File: src/common/commit_params.svh
/*
 * Commit subsystem parameters
 * Data and instruction widths, ROB depth and register index width
 */

`ifndef COMMIT_PARAMS_SVH
`define COMMIT_PARAMS_SVH

// Datapath width
`define COMMIT_XLEN 32

// Instruction width in bits, link offset is ILEN/8
`define COMMIT_ILEN 32

// ROB entries, power of two
`define COMMIT_ROB_DEPTH 8

// Integer register index width
`define COMMIT_REG_IDX_LEN 5

`endif

File: src/common/rob_pkg.sv
/*
 * ROB types
 * Slot index, RV32 opcodes and the finished-instruction entry
 */

`include "commit_params.svh"

package rob_pkg;

    // Slot index, doubles as the ROB tag
    typedef logic [$clog2(`COMMIT_ROB_DEPTH)-1:0] rob_idx_t;

    // Major opcodes seen at commit
    typedef enum logic [6:0] {
        OP     = 7'b0110011,
        OP_IMM = 7'b0010011,
        LOAD   = 7'b0000011,
        STORE  = 7'b0100011,
        BRANCH = 7'b1100011,
        JAL    = 7'b1101111,
        JALR   = 7'b1100111
    } opcode_e;

    // One finished instruction
    typedef struct packed {
        opcode_e                        opcode;
        logic [`COMMIT_REG_IDX_LEN-1:0] rd_idx;
        logic [`COMMIT_XLEN-1:0]        instr_pc;
        // Result, or computed target for jumps and branches
        logic [`COMMIT_XLEN-1:0]        res_value;
        logic                           taken;
        logic                           mispredicted;
        logic                           except_raised;
        logic [4:0]                     except_code;
    } rob_entry_t;

endpackage

File: src/common/commit_pkg.sv
/*
 * Commit stage types
 * Commit classes, control unit states and the front-end resolution
 */

`include "commit_params.svh"

package commit_pkg;

    // Class of the head instruction
    typedef enum logic [2:0] {
        COMM_INT,
        COMM_STORE,
        COMM_JUMP,
        COMM_BRANCH,
        COMM_EXCEPT
    } comm_type_e;

    // Commit CU states
    typedef enum logic [2:0] {
        IDLE,
        COMMIT_INT,
        COMMIT_STORE,
        COMMIT_JUMP,
        COMMIT_BRANCH,
        MISPREDICT,
        EXCEPTION,
        RESUME
    } commit_state_e;

    // Jump/branch outcome to the front end
    typedef struct packed {
        logic [`COMMIT_XLEN-1:0] pc;
        logic [`COMMIT_XLEN-1:0] target;
        logic                    taken;
        logic                    mispredict;
    } resolution_t;

endpackage

File: src/rtl/spill_cell.sv
/*
 * Spill cell
 * Two-slot valid/ready slice with registered ready and flush
 */

`timescale 1ns/1ns

module spill_cell #(
    parameter type DATA_T = logic [7:0]
) (
    input  logic  clk_i,
    input  logic  rst_n_i,
    input  logic  flush_i,
    // Upstream
    input  logic  valid_i,
    output logic  ready_o,
    input  DATA_T data_i,
    // Downstream
    output logic  valid_o,
    input  logic  ready_i,
    output DATA_T data_o
);

    logic  main_valid_q, spare_valid_q;
    DATA_T main_data_q, spare_data_q;
    logic  accept_in, main_free;

    // Ready only from the spare slot state
    assign ready_o   = !spare_valid_q;
    assign accept_in = valid_i && ready_o;
    // Main slot drains or is empty
    assign main_free = !main_valid_q || ready_i;

    always_ff @(posedge clk_i or negedge rst_n_i) begin
        if (!rst_n_i) begin
            main_valid_q  <= 1'b0;
            spare_valid_q <= 1'b0;
        end else if (flush_i) begin
            main_valid_q  <= 1'b0;
            spare_valid_q <= 1'b0;
        end else if (main_free) begin
            // Spare has priority, it holds the older item
            main_valid_q  <= spare_valid_q || accept_in;
            spare_valid_q <= 1'b0;
        end else if (accept_in) begin
            // Downstream stalled, catch the item
            spare_valid_q <= 1'b1;
        end
    end

    // Payload
    always_ff @(posedge clk_i) begin
        if (main_free) begin
            main_data_q <= spare_valid_q ? spare_data_q : data_i;
        end else if (accept_in) begin
            spare_data_q <= data_i;
        end
    end

    assign valid_o = main_valid_q;
    assign data_o  = main_data_q;

    // Nothing survives a flush
    a_flush_empty: assert property (@(posedge clk_i) disable iff (!rst_n_i)
        flush_i |=> !valid_o);

endmodule

File: src/rtl/rob_fifo.sv
/*
 * Reorder buffer
 * Circular FIFO of finished entries whose slot number is the ROB index
 */

`timescale 1ns/1ns

`include "commit_params.svh"

module rob_fifo (
    input  logic                clk_i,
    input  logic                rst_n_i,
    input  logic                flush_i,
    // Insertion
    input  logic                ins_valid_i,
    input  rob_pkg::rob_entry_t ins_entry_i,
    output logic                ins_ready_o,
    // Head
    output logic                head_valid_o,
    output rob_pkg::rob_entry_t head_entry_o,
    output rob_pkg::rob_idx_t   head_idx_o,
    input  logic                head_ready_i
);

    localparam int DEPTH = `COMMIT_ROB_DEPTH;
    localparam int CNT_W = $clog2(DEPTH) + 1;

    rob_pkg::rob_entry_t mem_q [DEPTH];
    rob_pkg::rob_idx_t   head_q, tail_q;
    logic [CNT_W-1:0]    count_q;
    logic                full, push, pop;

    // --------------------
    // Handshakes
    // --------------------
    assign full         = (count_q == CNT_W'(DEPTH));
    assign ins_ready_o  = !full && !flush_i;
    assign head_valid_o = (count_q != '0);
    assign push         = ins_valid_i && ins_ready_o;
    assign pop          = head_valid_o && head_ready_i;

    // --------------------
    // Pointers and count
    // --------------------
    // Pointers wrap naturally on a power-of-two depth
    always_ff @(posedge clk_i or negedge rst_n_i) begin
        if (!rst_n_i) begin
            head_q  <= '0;
            tail_q  <= '0;
            count_q <= '0;
        end else if (flush_i) begin
            head_q  <= '0;
            tail_q  <= '0;
            count_q <= '0;
        end else begin
            if (push) begin
                tail_q <= tail_q + 1'b1;
            end
            if (pop) begin
                head_q <= head_q + 1'b1;
            end
            case ({push, pop})
                2'b10:   count_q <= count_q + 1'b1;
                2'b01:   count_q <= count_q - 1'b1;
                default: count_q <= count_q;
            endcase
        end
    end

    // Entry storage
    always_ff @(posedge clk_i) begin
        if (push) begin
            mem_q[tail_q] <= ins_entry_i;
        end
    end

    assign head_entry_o = mem_q[head_q];
    assign head_idx_o   = head_q;

    // Overflow and underflow guards
    a_no_push_full: assert property (@(posedge clk_i) disable iff (!rst_n_i)
        full && !pop |=> count_q == CNT_W'(DEPTH) || $past(flush_i));
    a_no_pop_empty: assert property (@(posedge clk_i) disable iff (!rst_n_i)
        head_ready_i && !head_valid_o |=> head_q == $past(head_q) || $past(flush_i));

endmodule

File: src/commit_stage/commit_decoder.sv
/*
 * Commit decoder
 * Classifies the head instruction for the commit CU
 */

`timescale 1ns/1ns

module commit_decoder (
    input  rob_pkg::opcode_e       opcode_i,
    input  logic                   except_raised_i,
    output commit_pkg::comm_type_e comm_type_o
);

    always_comb begin
        // Exceptions override the opcode class
        if (except_raised_i) begin
            comm_type_o = commit_pkg::COMM_EXCEPT;
        end else begin
            case (opcode_i)
                rob_pkg::STORE: begin
                    comm_type_o = commit_pkg::COMM_STORE;
                end
                rob_pkg::JAL,
                rob_pkg::JALR: begin
                    comm_type_o = commit_pkg::COMM_JUMP;
                end
                rob_pkg::BRANCH: begin
                    comm_type_o = commit_pkg::COMM_BRANCH;
                end
                // OP, OP_IMM, LOAD write rd only
                default: begin
                    comm_type_o = commit_pkg::COMM_INT;
                end
            endcase
        end
    end

endmodule

File: src/commit_stage/commit_cu.sv
/*
 * Commit control unit
 * Moore FSM sequencing retirement, store waits, flush and resume
 */

`timescale 1ns/1ns

module commit_cu (
    input  logic                   clk_i,
    input  logic                   rst_n_i,
    // Spill cell side
    input  logic                   valid_i,
    output logic                   ready_o,
    // Head classification
    input  commit_pkg::comm_type_e comm_type_i,
    input  logic                   store_comm_i,
    input  logic                   mispredict_i,
    input  logic                   rd_nonzero_i,
    // Commit actions
    output logic                   rf_we_o,
    output logic                   is_jump_o,
    output logic                   sb_pop_store_o,
    output logic                   fe_res_valid_o,
    output logic                   except_raised_o,
    output logic                   flush_o,
    output logic                   resume_o
);

    commit_pkg::commit_state_e state_q, state_d;
    logic accept;
    logic rd_nz_q, jump_q;

    // --------------------
    // Acceptance
    // --------------------
    always_comb begin
        case (state_q)
            commit_pkg::IDLE,
            commit_pkg::COMMIT_INT,
            commit_pkg::COMMIT_STORE,
            commit_pkg::COMMIT_JUMP,
            commit_pkg::COMMIT_BRANCH: begin
                // Stores wait for the store buffer head
                ready_o = !(comm_type_i == commit_pkg::COMM_STORE && !store_comm_i);
            end
            default: begin
                ready_o = 1'b0;
            end
        endcase
    end

    assign accept = valid_i && ready_o;

    // --------------------
    // Next state
    // --------------------
    always_comb begin
        state_d = state_q;
        case (state_q)
            commit_pkg::MISPREDICT,
            commit_pkg::EXCEPTION: begin
                state_d = commit_pkg::RESUME;
            end
            commit_pkg::RESUME: begin
                state_d = commit_pkg::IDLE;
            end
            default: begin
                if (!accept) begin
                    state_d = commit_pkg::IDLE;
                end else begin
                    case (comm_type_i)
                        commit_pkg::COMM_STORE: state_d = commit_pkg::COMMIT_STORE;
                        commit_pkg::COMM_JUMP: begin
                            state_d = mispredict_i ? commit_pkg::MISPREDICT
                                                   : commit_pkg::COMMIT_JUMP;
                        end
                        commit_pkg::COMM_BRANCH: begin
                            state_d = mispredict_i ? commit_pkg::MISPREDICT
                                                   : commit_pkg::COMMIT_BRANCH;
                        end
                        commit_pkg::COMM_EXCEPT: state_d = commit_pkg::EXCEPTION;
                        default:                 state_d = commit_pkg::COMMIT_INT;
                    endcase
                end
            end
        endcase
    end

    // State and per-entry flags, captured on acceptance
    always_ff @(posedge clk_i or negedge rst_n_i) begin
        if (!rst_n_i) begin
            state_q <= commit_pkg::IDLE;
            rd_nz_q <= 1'b0;
            jump_q  <= 1'b0;
        end else begin
            state_q <= state_d;
            if (accept) begin
                rd_nz_q <= rd_nonzero_i;
                jump_q  <= (comm_type_i == commit_pkg::COMM_JUMP);
            end
        end
    end

    // --------------------
    // Moore outputs
    // --------------------
    // Mispredicted jumps still write the link register
    assign is_jump_o = (state_q == commit_pkg::COMMIT_JUMP) ||
                       (state_q == commit_pkg::MISPREDICT && jump_q);
    // x0 writes dropped
    assign rf_we_o = rd_nz_q && (is_jump_o || state_q == commit_pkg::COMMIT_INT);
    assign sb_pop_store_o  = (state_q == commit_pkg::COMMIT_STORE);
    assign fe_res_valid_o  = (state_q == commit_pkg::COMMIT_JUMP) ||
                             (state_q == commit_pkg::COMMIT_BRANCH) ||
                             (state_q == commit_pkg::MISPREDICT);
    assign except_raised_o = (state_q == commit_pkg::EXCEPTION);
    assign flush_o         = (state_q == commit_pkg::MISPREDICT) ||
                             (state_q == commit_pkg::EXCEPTION);
    assign resume_o        = (state_q == commit_pkg::RESUME);

    // Front end restarts right after every flush
    a_flush_resume: assert property (@(posedge clk_i) disable iff (!rst_n_i)
        flush_o |=> resume_o);

endmodule

File: src/commit_stage/commit_stage.sv
/*
 * Commit stage
 * Spill cell, commit decoder and CU retiring ROB head entries in order
 */

`timescale 1ns/1ns

`include "commit_params.svh"

module commit_stage (
    input  logic                           clk_i,
    input  logic                           rst_n_i,
    // ROB head
    input  logic                           rob_valid_i,
    output logic                           rob_ready_o,
    input  rob_pkg::rob_entry_t            rob_head_entry_i,
    input  rob_pkg::rob_idx_t              rob_head_idx_i,
    // Store buffer
    input  logic                           sb_head_completed_i,
    input  rob_pkg::rob_idx_t              sb_head_rob_idx_i,
    output logic                           sb_pop_store_o,
    // Register file
    output logic                           rf_we_o,
    output logic [`COMMIT_REG_IDX_LEN-1:0] rd_idx_o,
    output logic [`COMMIT_XLEN-1:0]        rd_value_o,
    // Front end
    output logic                           fe_res_valid_o,
    output commit_pkg::resolution_t        fe_res_o,
    output logic                           fe_except_raised_o,
    output logic [`COMMIT_XLEN-1:0]        fe_except_pc_o,
    // Pipeline control
    output logic                           flush_o,
    output logic                           resume_o
);

    // Entry with its ROB tag
    typedef struct packed {
        rob_pkg::rob_entry_t data;
        rob_pkg::rob_idx_t   rob_idx;
    } inreg_data_t;

    inreg_data_t            inreg_in, inreg_out;
    logic                   inreg_valid, cu_ready;
    commit_pkg::comm_type_e comm_type;
    logic                   store_comm, rd_nonzero, is_jump;
    rob_pkg::rob_entry_t    comm_reg_q;
    logic [`COMMIT_XLEN-1:0] link_addr;

    // --------------------
    // Input spill cell
    // --------------------
    assign inreg_in.data    = rob_head_entry_i;
    assign inreg_in.rob_idx = rob_head_idx_i;

    spill_cell #(.DATA_T(inreg_data_t)) u_inreg (
        .clk_i   (clk_i),
        .rst_n_i (rst_n_i),
        .flush_i (flush_o),
        .valid_i (rob_valid_i),
        .ready_o (rob_ready_o),
        .data_i  (inreg_in),
        .valid_o (inreg_valid),
        .ready_i (cu_ready),
        .data_o  (inreg_out)
    );

    // --------------------
    // Decode and control
    // --------------------
    commit_decoder u_decoder (
        .opcode_i        (inreg_out.data.opcode),
        .except_raised_i (inreg_out.data.except_raised),
        .comm_type_o     (comm_type)
    );

    // Store may retire once the SB head is this entry and done
    assign store_comm = sb_head_completed_i && (sb_head_rob_idx_i == inreg_out.rob_idx);
    assign rd_nonzero = (inreg_out.data.rd_idx != '0);

    commit_cu u_cu (
        .clk_i           (clk_i),
        .rst_n_i         (rst_n_i),
        .valid_i         (inreg_valid),
        .ready_o         (cu_ready),
        .comm_type_i     (comm_type),
        .store_comm_i    (store_comm),
        .mispredict_i    (inreg_out.data.mispredicted),
        .rd_nonzero_i    (rd_nonzero),
        .rf_we_o         (rf_we_o),
        .is_jump_o       (is_jump),
        .sb_pop_store_o  (sb_pop_store_o),
        .fe_res_valid_o  (fe_res_valid_o),
        .except_raised_o (fe_except_raised_o),
        .flush_o         (flush_o),
        .resume_o        (resume_o)
    );

    // Committing instruction, lines up with the CU Moore outputs
    always_ff @(posedge clk_i) begin
        if (inreg_valid && cu_ready) begin
            comm_reg_q <= inreg_out.data;
        end
    end

    // --------------------
    // Output datapath
    // --------------------
    // Return address for jumps
    assign link_addr  = comm_reg_q.instr_pc + (`COMMIT_ILEN >> 3);
    assign rd_idx_o   = comm_reg_q.rd_idx;
    assign rd_value_o = is_jump ? link_addr : comm_reg_q.res_value;

    assign fe_res_o.pc         = comm_reg_q.instr_pc;
    assign fe_res_o.target     = {comm_reg_q.res_value[`COMMIT_XLEN-1:1], 1'b0};
    assign fe_res_o.taken      = is_jump || comm_reg_q.taken;
    assign fe_res_o.mispredict = comm_reg_q.mispredicted;

    assign fe_except_pc_o = comm_reg_q.instr_pc;

endmodule

File: src/rtl/commit_top.sv
/*
 * Commit subsystem top
 * ROB feeding the in-order commit stage
 */

`timescale 1ns/1ns

`include "commit_params.svh"

module commit_top (
    input  logic                           clk_i,
    input  logic                           rst_n_i,
    // Finished instructions
    input  logic                           ins_valid_i,
    input  rob_pkg::rob_entry_t            ins_entry_i,
    output logic                           ins_ready_o,
    // Store buffer
    input  logic                           sb_head_completed_i,
    input  rob_pkg::rob_idx_t              sb_head_rob_idx_i,
    output logic                           sb_pop_store_o,
    // Register file
    output logic                           rf_we_o,
    output logic [`COMMIT_REG_IDX_LEN-1:0] rd_idx_o,
    output logic [`COMMIT_XLEN-1:0]        rd_value_o,
    // Front end
    output logic                           fe_res_valid_o,
    output commit_pkg::resolution_t        fe_res_o,
    output logic                           fe_except_raised_o,
    output logic [`COMMIT_XLEN-1:0]        fe_except_pc_o,
    // Control
    output logic                           flush_o,
    output logic                           resume_o
);

    logic                rob_valid, rob_ready;
    rob_pkg::rob_entry_t rob_head_entry;
    rob_pkg::rob_idx_t   rob_head_idx;

    // Flush from commit also empties the ROB
    rob_fifo u_rob (
        .clk_i        (clk_i),
        .rst_n_i      (rst_n_i),
        .flush_i      (flush_o),
        .ins_valid_i  (ins_valid_i),
        .ins_entry_i  (ins_entry_i),
        .ins_ready_o  (ins_ready_o),
        .head_valid_o (rob_valid),
        .head_entry_o (rob_head_entry),
        .head_idx_o   (rob_head_idx),
        .head_ready_i (rob_ready)
    );

    commit_stage u_commit (
        .clk_i               (clk_i),
        .rst_n_i             (rst_n_i),
        .rob_valid_i         (rob_valid),
        .rob_ready_o         (rob_ready),
        .rob_head_entry_i    (rob_head_entry),
        .rob_head_idx_i      (rob_head_idx),
        .sb_head_completed_i (sb_head_completed_i),
        .sb_head_rob_idx_i   (sb_head_rob_idx_i),
        .sb_pop_store_o      (sb_pop_store_o),
        .rf_we_o             (rf_we_o),
        .rd_idx_o            (rd_idx_o),
        .rd_value_o          (rd_value_o),
        .fe_res_valid_o      (fe_res_valid_o),
        .fe_res_o            (fe_res_o),
        .fe_except_raised_o  (fe_except_raised_o),
        .fe_except_pc_o      (fe_except_pc_o),
        .flush_o             (flush_o),
        .resume_o            (resume_o)
    );

endmodule

File: config.mk
export PLATFORM = sky130hd
export DESIGN_NAME = commit_top
export DESIGN_NICKNAME = d
export VERILOG_FILES = /design/src/common/rob_pkg.sv /design/src/common/commit_pkg.sv /design/src/rtl/spill_cell.sv /design/src/rtl/rob_fifo.sv /design/src/commit_stage/commit_decoder.sv /design/src/commit_stage/commit_cu.sv /design/src/commit_stage/commit_stage.sv /design/src/rtl/commit_top.sv
export VERILOG_INCLUDE_DIRS = /design/src /design/src/common
export SDC_FILE = /design/constraint.sdc
export NUM_CORES = 1
export LEC_CHECK = 0
export BUFFER_PORTS_ARGS = -buffer_cell sky130_fd_sc_hd__buf_2
export CAP_MARGIN = 20
export CORE_MARGIN = 5
export CORE_UTILIZATION = 35
export CTS_BUF_LIST = sky130_fd_sc_hd__clkbuf_4 sky130_fd_sc_hd__clkbuf_8
export DETAILED_ROUTE_END_ITERATION = 8
export PLACE_DENSITY = 0.58
export SYNTH_ARGS = -nofsm -noshare
export SYNTH_HDL_FRONTEND = slang
export SYNTH_SLANG_ARGS = --single-unit
export TNS_END_PERCENT = 100
File: constraint.sdc
create_clock -name clk_i -period 13.45 [get_ports clk_i]
set_input_delay 0.6725 -clock clk_i [delete_from_list [all_inputs] [get_ports clk_i]]
set_output_delay 0.6725 -clock clk_i [all_outputs]
set_load 0.005 [all_outputs]
After elaboration in Yosys (flattened, before gate mapping)
Memory sizes are Yosys's and may differ from the RTL's.
Index checks and enable logic that the tools add are counted.
Widths: inputs -> output; s select.
{"block": "classes", "n_addsub": 5, "eq_ne": 19, "muxes": 23, "bitwise_logic": 1, "reduce_logical": 34}
{"cell": "$mux 87", "count": 1}
{"cell": "$add 32x3->32 const B", "count": 1}
{"cell": "$mux 32", "count": 1}
{"cell": "$eq 7x7->1 const B", "count": 3}
{"cell": "$mux 3", "count": 7}
{"cell": "$eq 3x3->1 const B", "count": 5}
{"cell": "$eq 3x2->1 const B", "count": 4}
{"cell": "$pmux 3 s4", "count": 1}
{"cell": "$mux 1", "count": 9}
{"cell": "$logic_and 1x1->1", "count": 8}
{"cell": "$logic_or 1x1->1", "count": 8}
{"cell": "$pmux 4 s2", "count": 1}
{"cell": "$eq 7x6->1 const B", "count": 1}
{"cell": "$add 3x1->3 const B", "count": 2}
{"cell": "$eq 3x1->1 const B", "count": 2}
{"cell": "$logic_not 1->1", "count": 6}
{"cell": "$pmux 2 s3", "count": 1}
{"cell": "$pmux 3 s2", "count": 1}
{"cell": "$reduce_bool 2->1", "count": 3}
{"cell": "$reduce_bool 3->1", "count": 2}
{"cell": "$reduce_bool 5->1", "count": 1}
{"cell": "$reduce_or 5->1", "count": 1}
{"cell": "$add 4x1->4 const B", "count": 1}
{"cell": "$eq 4x4->1 const B", "count": 1}
{"cell": "10 further kinds", "count": 11}
{"block": "totals", "ff_bits": 257, "mem_bits_rw": 672, "inputBits": 91, "output_inout_bits": 142, "word_cells": 113, "memories": 1}
{"name": "u_rob.mem_q", "depth": 8, "width": 84, "read_ports": 1, "rd_ports_with_merged_regs": 0, "write_ports": 1, "line_no": "rob_fifo.sv:28", "rtl": "rob_pkg::rob_entry_t mem_q [DEPTH];"}

Depth between registers and ports, before layout
{"block": "depth", "ltp_word": 11, "mapped_depth": 11, "ltp_nobuf": 10}

Cells and area by module
From an unflattened synthesis, not the netlist that was laid out.
{"block": "unflattened", "cells_unflattened": 1730, "area_unflattened_um2": 37181.9}
{"module": "rob_fifo", "n_inst": 1, "cells_per_inst": 1053, "area_each_um2": 25984.9}
{"module": "spill_cell", "n_inst": 1, "cells_per_inst": 279, "area_each_um2": 6804.0}
{"module": "commit_stage", "n_inst": 1, "cells_per_inst": 352, "area_each_um2": 3955.0}
{"module": "commit_cu", "n_inst": 1, "cells_per_inst": 40, "area_each_um2": 385.4}
{"module": "commit_decoder", "n_inst": 1, "cells_per_inst": 6, "area_each_um2": 52.6}

Worst setup path before layout
No wires, ideal clock.
{"block": "synth_timing", "kind": "reg-to-reg", "start": "reg u_commit.u_cu.state_q[0]", "end": "mem u_rob.mem_q[2][10] (netlist bit) (enable)", "setup_time_ns": 0.738, "arrival_time_ns": 9.404, "required_ns": 12.712, "setup_slack_ns": 3.307, "stages_incl_launch_ff": 6, "synth_period_minus_slack_ns": 10.143, "path_cell_list": "dfrtp_1 > clkbuf_1 > xor2_1 > a221oi_2 > inv_2 > nor4b_1"}
{"block": "synth_via", "elab_chain_cells": 7, "word_cells_on_any_way": 8}
{"element": "start, declared", "line_no": "commit_cu.sv:29", "rtl": "commit_pkg::commit_state_e state_q, state_d;"}
{"element": "start signal, assigned", "line_no": "commit_cu.sv:92", "rtl": "state_q <= commit_pkg::IDLE;"}
{"element": "start signal, assigned", "line_no": "commit_cu.sv:96", "rtl": "state_q <= state_d;"}
{"element": "$eq 3x3->1, on equally long branches", "line_no": "commit_cu.sv:117, commit_cu.sv:118"}
{"element": "$logic_or 1x1->1 (*)", "line_no": "commit_cu.sv:117", "rtl": "assign flush_o = (state_q == commit_pkg::MISPREDICT) ||"}
{"element": "$logic_not 1->1 (*)", "line_no": "rob_fifo.sv:37", "rtl": "assign ins_ready_o = !full && !flush_i;"}
{"element": "$logic_and 1x1->1 (*)", "line_no": "rob_fifo.sv:37"}
{"element": "$logic_and 1x1->1 (*)", "line_no": "rob_fifo.sv:39", "rtl": "assign push = ins_valid_i && ins_ready_o;"}
{"element": "$mux 1 (*)", "line_no": "rob_fifo.sv:72", "rtl": "if (push) begin"}
{"element": "$mux 1 (implied by the code) (*)", "line_no": "rob_fifo.sv:73", "rtl": "mem_q[tail_q] <= ins_entry_i;"}
{"element": "end, declared", "line_no": "rob_fifo.sv:28"}
Every way passes the cells marked *; elsewhere a longest branch is shown, timed or not.

==> results.py <==
metrics = {
    "global_route": {
        "grt_max_degree": 70,
        "globalRouteTotalUtil": 0.149,
        "antenna_found_initial": 30,
        "grt_first_pass_wirelength_um": 116000,
        "overflow": 0,
        "grt_pass1_vias": 17200,
    },
    "cts": {
        "cts_resized": 0,
        "insertion_delay_ns": 0.78,
        "clockBufferDepth": 3,
        "cts_tree": "built",
        "numCtsBuffers": 144,
        "clk_pin_slew_ns": 0.06,
        "htreeDepth": 4,
        "cts_sinks": 884,
        "clockRootBuffer": "clkbuf_8",
    },
    "die": {
        "die_w_um": 324,
        "core_area_mm2": 0.0983,
        "dieArea_mm2": 0.105,
        "rows": 115,
        "die_h_um": 324,
        "num_io_pins": 233,
        "initial_core_util": 0.352,
    },
    "timing": {
        "slew_viol_final": 0,
        "tightestPinTransition_ns": 1.12,
        "hold_viol_final": 0,
        "slew_headroom": 0.253,
        "fmax_ghz": 0.213,
        "timing.final.crit_share": 0.348,
        "setup_viol": 0,
        "skew_ns": 0.0227,
        "post-route-min-period_ns": 4.69,
        "setup_tns_ns": 0,
        "rsz0062_at_grt": "false",
    },
    "finish": {
        "final_nets": 1954,
        "drive_gt1_frac": 0.417,
        "syn2layout_area_growth_pct": 13.6,
    },
    "drt": {
        "wl_um": 79600,
        "postRouteAntennaNets": 0,
        "vias": 16200,
        "drt_iter0_drc": 1217,
        "vias_per_cell": 4.97,
        "wl_per_cell_um": 24.5,
        "drc": 0,
        "firstDrtPassIters": 5,
    },
    "flow_run": {
        "maxCapViolations": 0,
    },
    "logic_synthesis": {
        "synth_top_area_share": 0.753,
        "yosys.area.top_type": "edfxtp_1",
        "syn_area_mm2": 0.0346,
        "yosysWarningCount": 0,
        "avgSynthCellArea_um2": 21.4,
        "synth_edf_count": 867,
        "ys_ff_latch": 884,
        "synthTopCellsByArea": "edfxtp_1 (75%), mux4_2 (10%), mux2_2 (4.7%)",
        "yosysUniqueCellTypes": 47,
        "syn_nets": 1712,
        "netlist_instances": 1614,
        "ys.flop_type": "edfxtp_1",
        "async_flop_share": 0.0192,
        "synth_seq_area_share": 0.765,
    },
    "critical_path": {
        "cp_cell_sequence": "buf_4 > buf_4 > buf_4 > buf_16 > mux4_2 > mux2_2 > mux2_2",
        "r2r_start": "u_rob.head_idx_o[0]",
        "crit_top_cell": "buf_4",
        "cp-startpoint": "u_rob.head_idx_o[0]",
        "cp_slowest_cell": "buf_4",
        "r2r_cells": 7,
        "slowest_delay_ns": 0.83,
        "arrival_ns": 5.21,
        "cp-end-kind": "flop",
        "crit_fanout": 43,
        "cp.required_ns": 13.97,
        "crit_path_start_kind": "flop",
        "path_class": "flop to flop",
    },
    "power_and_ir_drop": {
        "p_comb_frac": 0.270,
        "clkPwrFrac": 0.245,
        "swShare": 0.307,
        "p_int_mw": 6.31,
        "p_leak_nw": 13.0,
        "peakVddDrop_mv": 0.144,
        "pwr-share-seq": 0.485,
        "power.density_mw_per_mm2": 232,
        "p_total_mw": 9.10,
        "switchingPower_mw": 2.79,
    },
    "min_path": {
        "hold_depth": 1,
        "min-delay-start": "ins_entry_i[16]",
        "hp-class": "primary input to flop",
    },
    "placement": {
        "routabilityCongestion": 0.796,
        "port_buffers": 226,
        "dp_hpwl_um": 45600,
    },
    "run_status": {
        "status": "completed",
    },
}
sequential cells by signal, indices dropped and copies added (netlist names), 3 cells and up:
| name | cells |
|---|---|
| u_commit.fe_except_pc_o | 32 |
| u_rob.tail_q | 3 |
| u_commit.u_cu.state_q | 3 |
| u_commit.u_inreg.spare_data_q | 82 |
| u_rob.mem_q | 632 |
| u_commit.fe_res_o | 32 |
| u_commit.u_inreg.data_o | 82 |
| u_rob.count_q | 4 |
| u_commit.rd_idx_o | 5 |
| u_rob.head_idx_o | 3 |
placed cells by master (no fill, tap or decap), types with 4 or more instances in the layout:
cell      synthesis  layout
nor2_1           16      15
ha_1              6       6
inv_1             5       4
clkinv_2          0       7
o21ai_0           4       4
a21oi_1           9       9
o21ai_1          33      32
xnor2_1          10      10
nand3_1          14      14
mux2_2          143     143
clkbuf_8          0     147
diode_2           0       8
buf_4           102      35
mux2_1            6       6
clkinv_1          0      34
edfxtp_1        867     867
mux4_2          158     158
dfrtp_1          17      13
buf_2             7     226
mux2_4           18      18
and3_1            8       8
nand4_1          10      10
inv_8             0       4
clkbuf_4          0      47
nand2_1          51      51
nor3_1           11       8
dfrtp_4           0       4
xor2_1           28      28
final timing paths:
path                                                     to  slack [ns]
worst max-delay path            u_commit.u_inreg.data_o[51]        8.76
worst min-delay path                     u_rob.mem_q[7][16]        0.16
worst min register to register  u_commit.fe_except_pc_o[31]        0.41
min in group asynchronous          u_commit.u_inreg.valid_o        0.41
max in group asynchronous               u_rob.head_idx_o[0]       12.69
worst max register to register  u_commit.u_inreg.data_o[51]        8.76
layout make-up:
type | instances | area, µm²
Clock buffer | 194 | 2380
Clock inverter | 56 | 365
Timing Repair Buffer | 263 | 1430
Sequential cell | 884 | 26500
Antenna cell | 8 | 20.0
Tap cell | 1287 | 1610
Multi-Input combinational cell | 556 | 6970
Inverter | 7 | 28.8
Fill cell | 8698 | 59000
timing repair:
action                                 CTS  global route
hold buffers                             1             0
endpoints found under the hold margin   17             0
setup buffers                            0             0
critical path, delay by kind of cell (launching register included):
kind / cells / cell delay, ns
buffers and inverters: 4 / 2.34
muxes: 3 / 1.10
DFF: 1 / 0.82
cell usage after synthesis (2+ instances only):
| master | instances |
|---|---|
| edfxtp_1 | 867 |
| mux4_2 | 158 |
| mux2_2 | 143 |
| buf_4 | 102 |
| nand2_1 | 51 |
| clkbuf_1 | 36 |
| o21ai_1 | 33 |
| xor2_1 | 28 |
| mux2_4 | 18 |
| dfrtp_1 | 17 |
| nor2_1 | 16 |
| nand3_1 | 14 |
| nor3_1 | 11 |
| buf_12 | 10 |
| nand4_1 | 10 |
| xnor2_1 | 10 |
| a21oi_1 | 9 |
| buf_1 | 9 |
| and3_1 | 8 |
| buf_2 | 7 |
| ha_1 | 6 |
| mux2_1 | 6 |
| inv_1 | 5 |
| o21ai_0 | 4 |
| nor2b_1 | 3 |
| a21o_1 | 2 |
| and4b_1 | 2 |
| buf_6 | 2 |
| inv_2 | 2 |
| mux2i_1 | 2 |
| nand2b_1 | 2 |
| nor3b_1 | 2 |
| nor4_1 | 2 |
| nor4_2 | 2 |
| nor4b_1 | 2 |
| or3_1 | 2 |
metal layers:
layer	part of all wire	track usage	up-vias
met1	0.41	0.191	8531
met3	0.083	0.0513	126
met2	0.49	0.245	561
met5	0.0012	0	-
met4	0.017	0.0412	12
li1	-	-	6959
metrics by stage:
stage	cells	instance area (µm²)	utilization	hold WS (ns)	worst slack [ns]
floorplan	1614	34600	-	0.377	3.31
global placement	2995	36500	0.371	0.401	8.30
detailed placement	2995	36500	0.371	0.405	8.28
CTS	3246	39200	0.399	0.0687	8.29
global route	3248	39300	0.399	0.106	8.30
finish	3255	39300	0.400	0.159	8.76
power by group through the flow:
stage | clock network, mW | registers (mW) | logic, mW
after floorplan | 0 | 4.22 | 2.02
after global placement | 0 | 4.45 | 2.49
after detailed placement | 0 | 4.48 | 2.50
after global routing | 2.43 | 4.48 | 2.67
final | 2.23 | 4.41 | 2.46
after CTS | 2.30 | 4.42 | 2.51
cells by family after synthesis:
family	count (synthesis)	share of synthesized area
flip-flops	884	0.765
multiplexers	327	0.160
buffers and inverters	174	0.0354
AND/OR/NAND/NOR	131	0.0189
AO/OA/AOI/OAI	52	0.00821
XOR/XNOR	38	0.00962
adder cells (fa/ha/maj)	7	0.00275
other	1	0.000108
(Power assumes the default switching activity.)
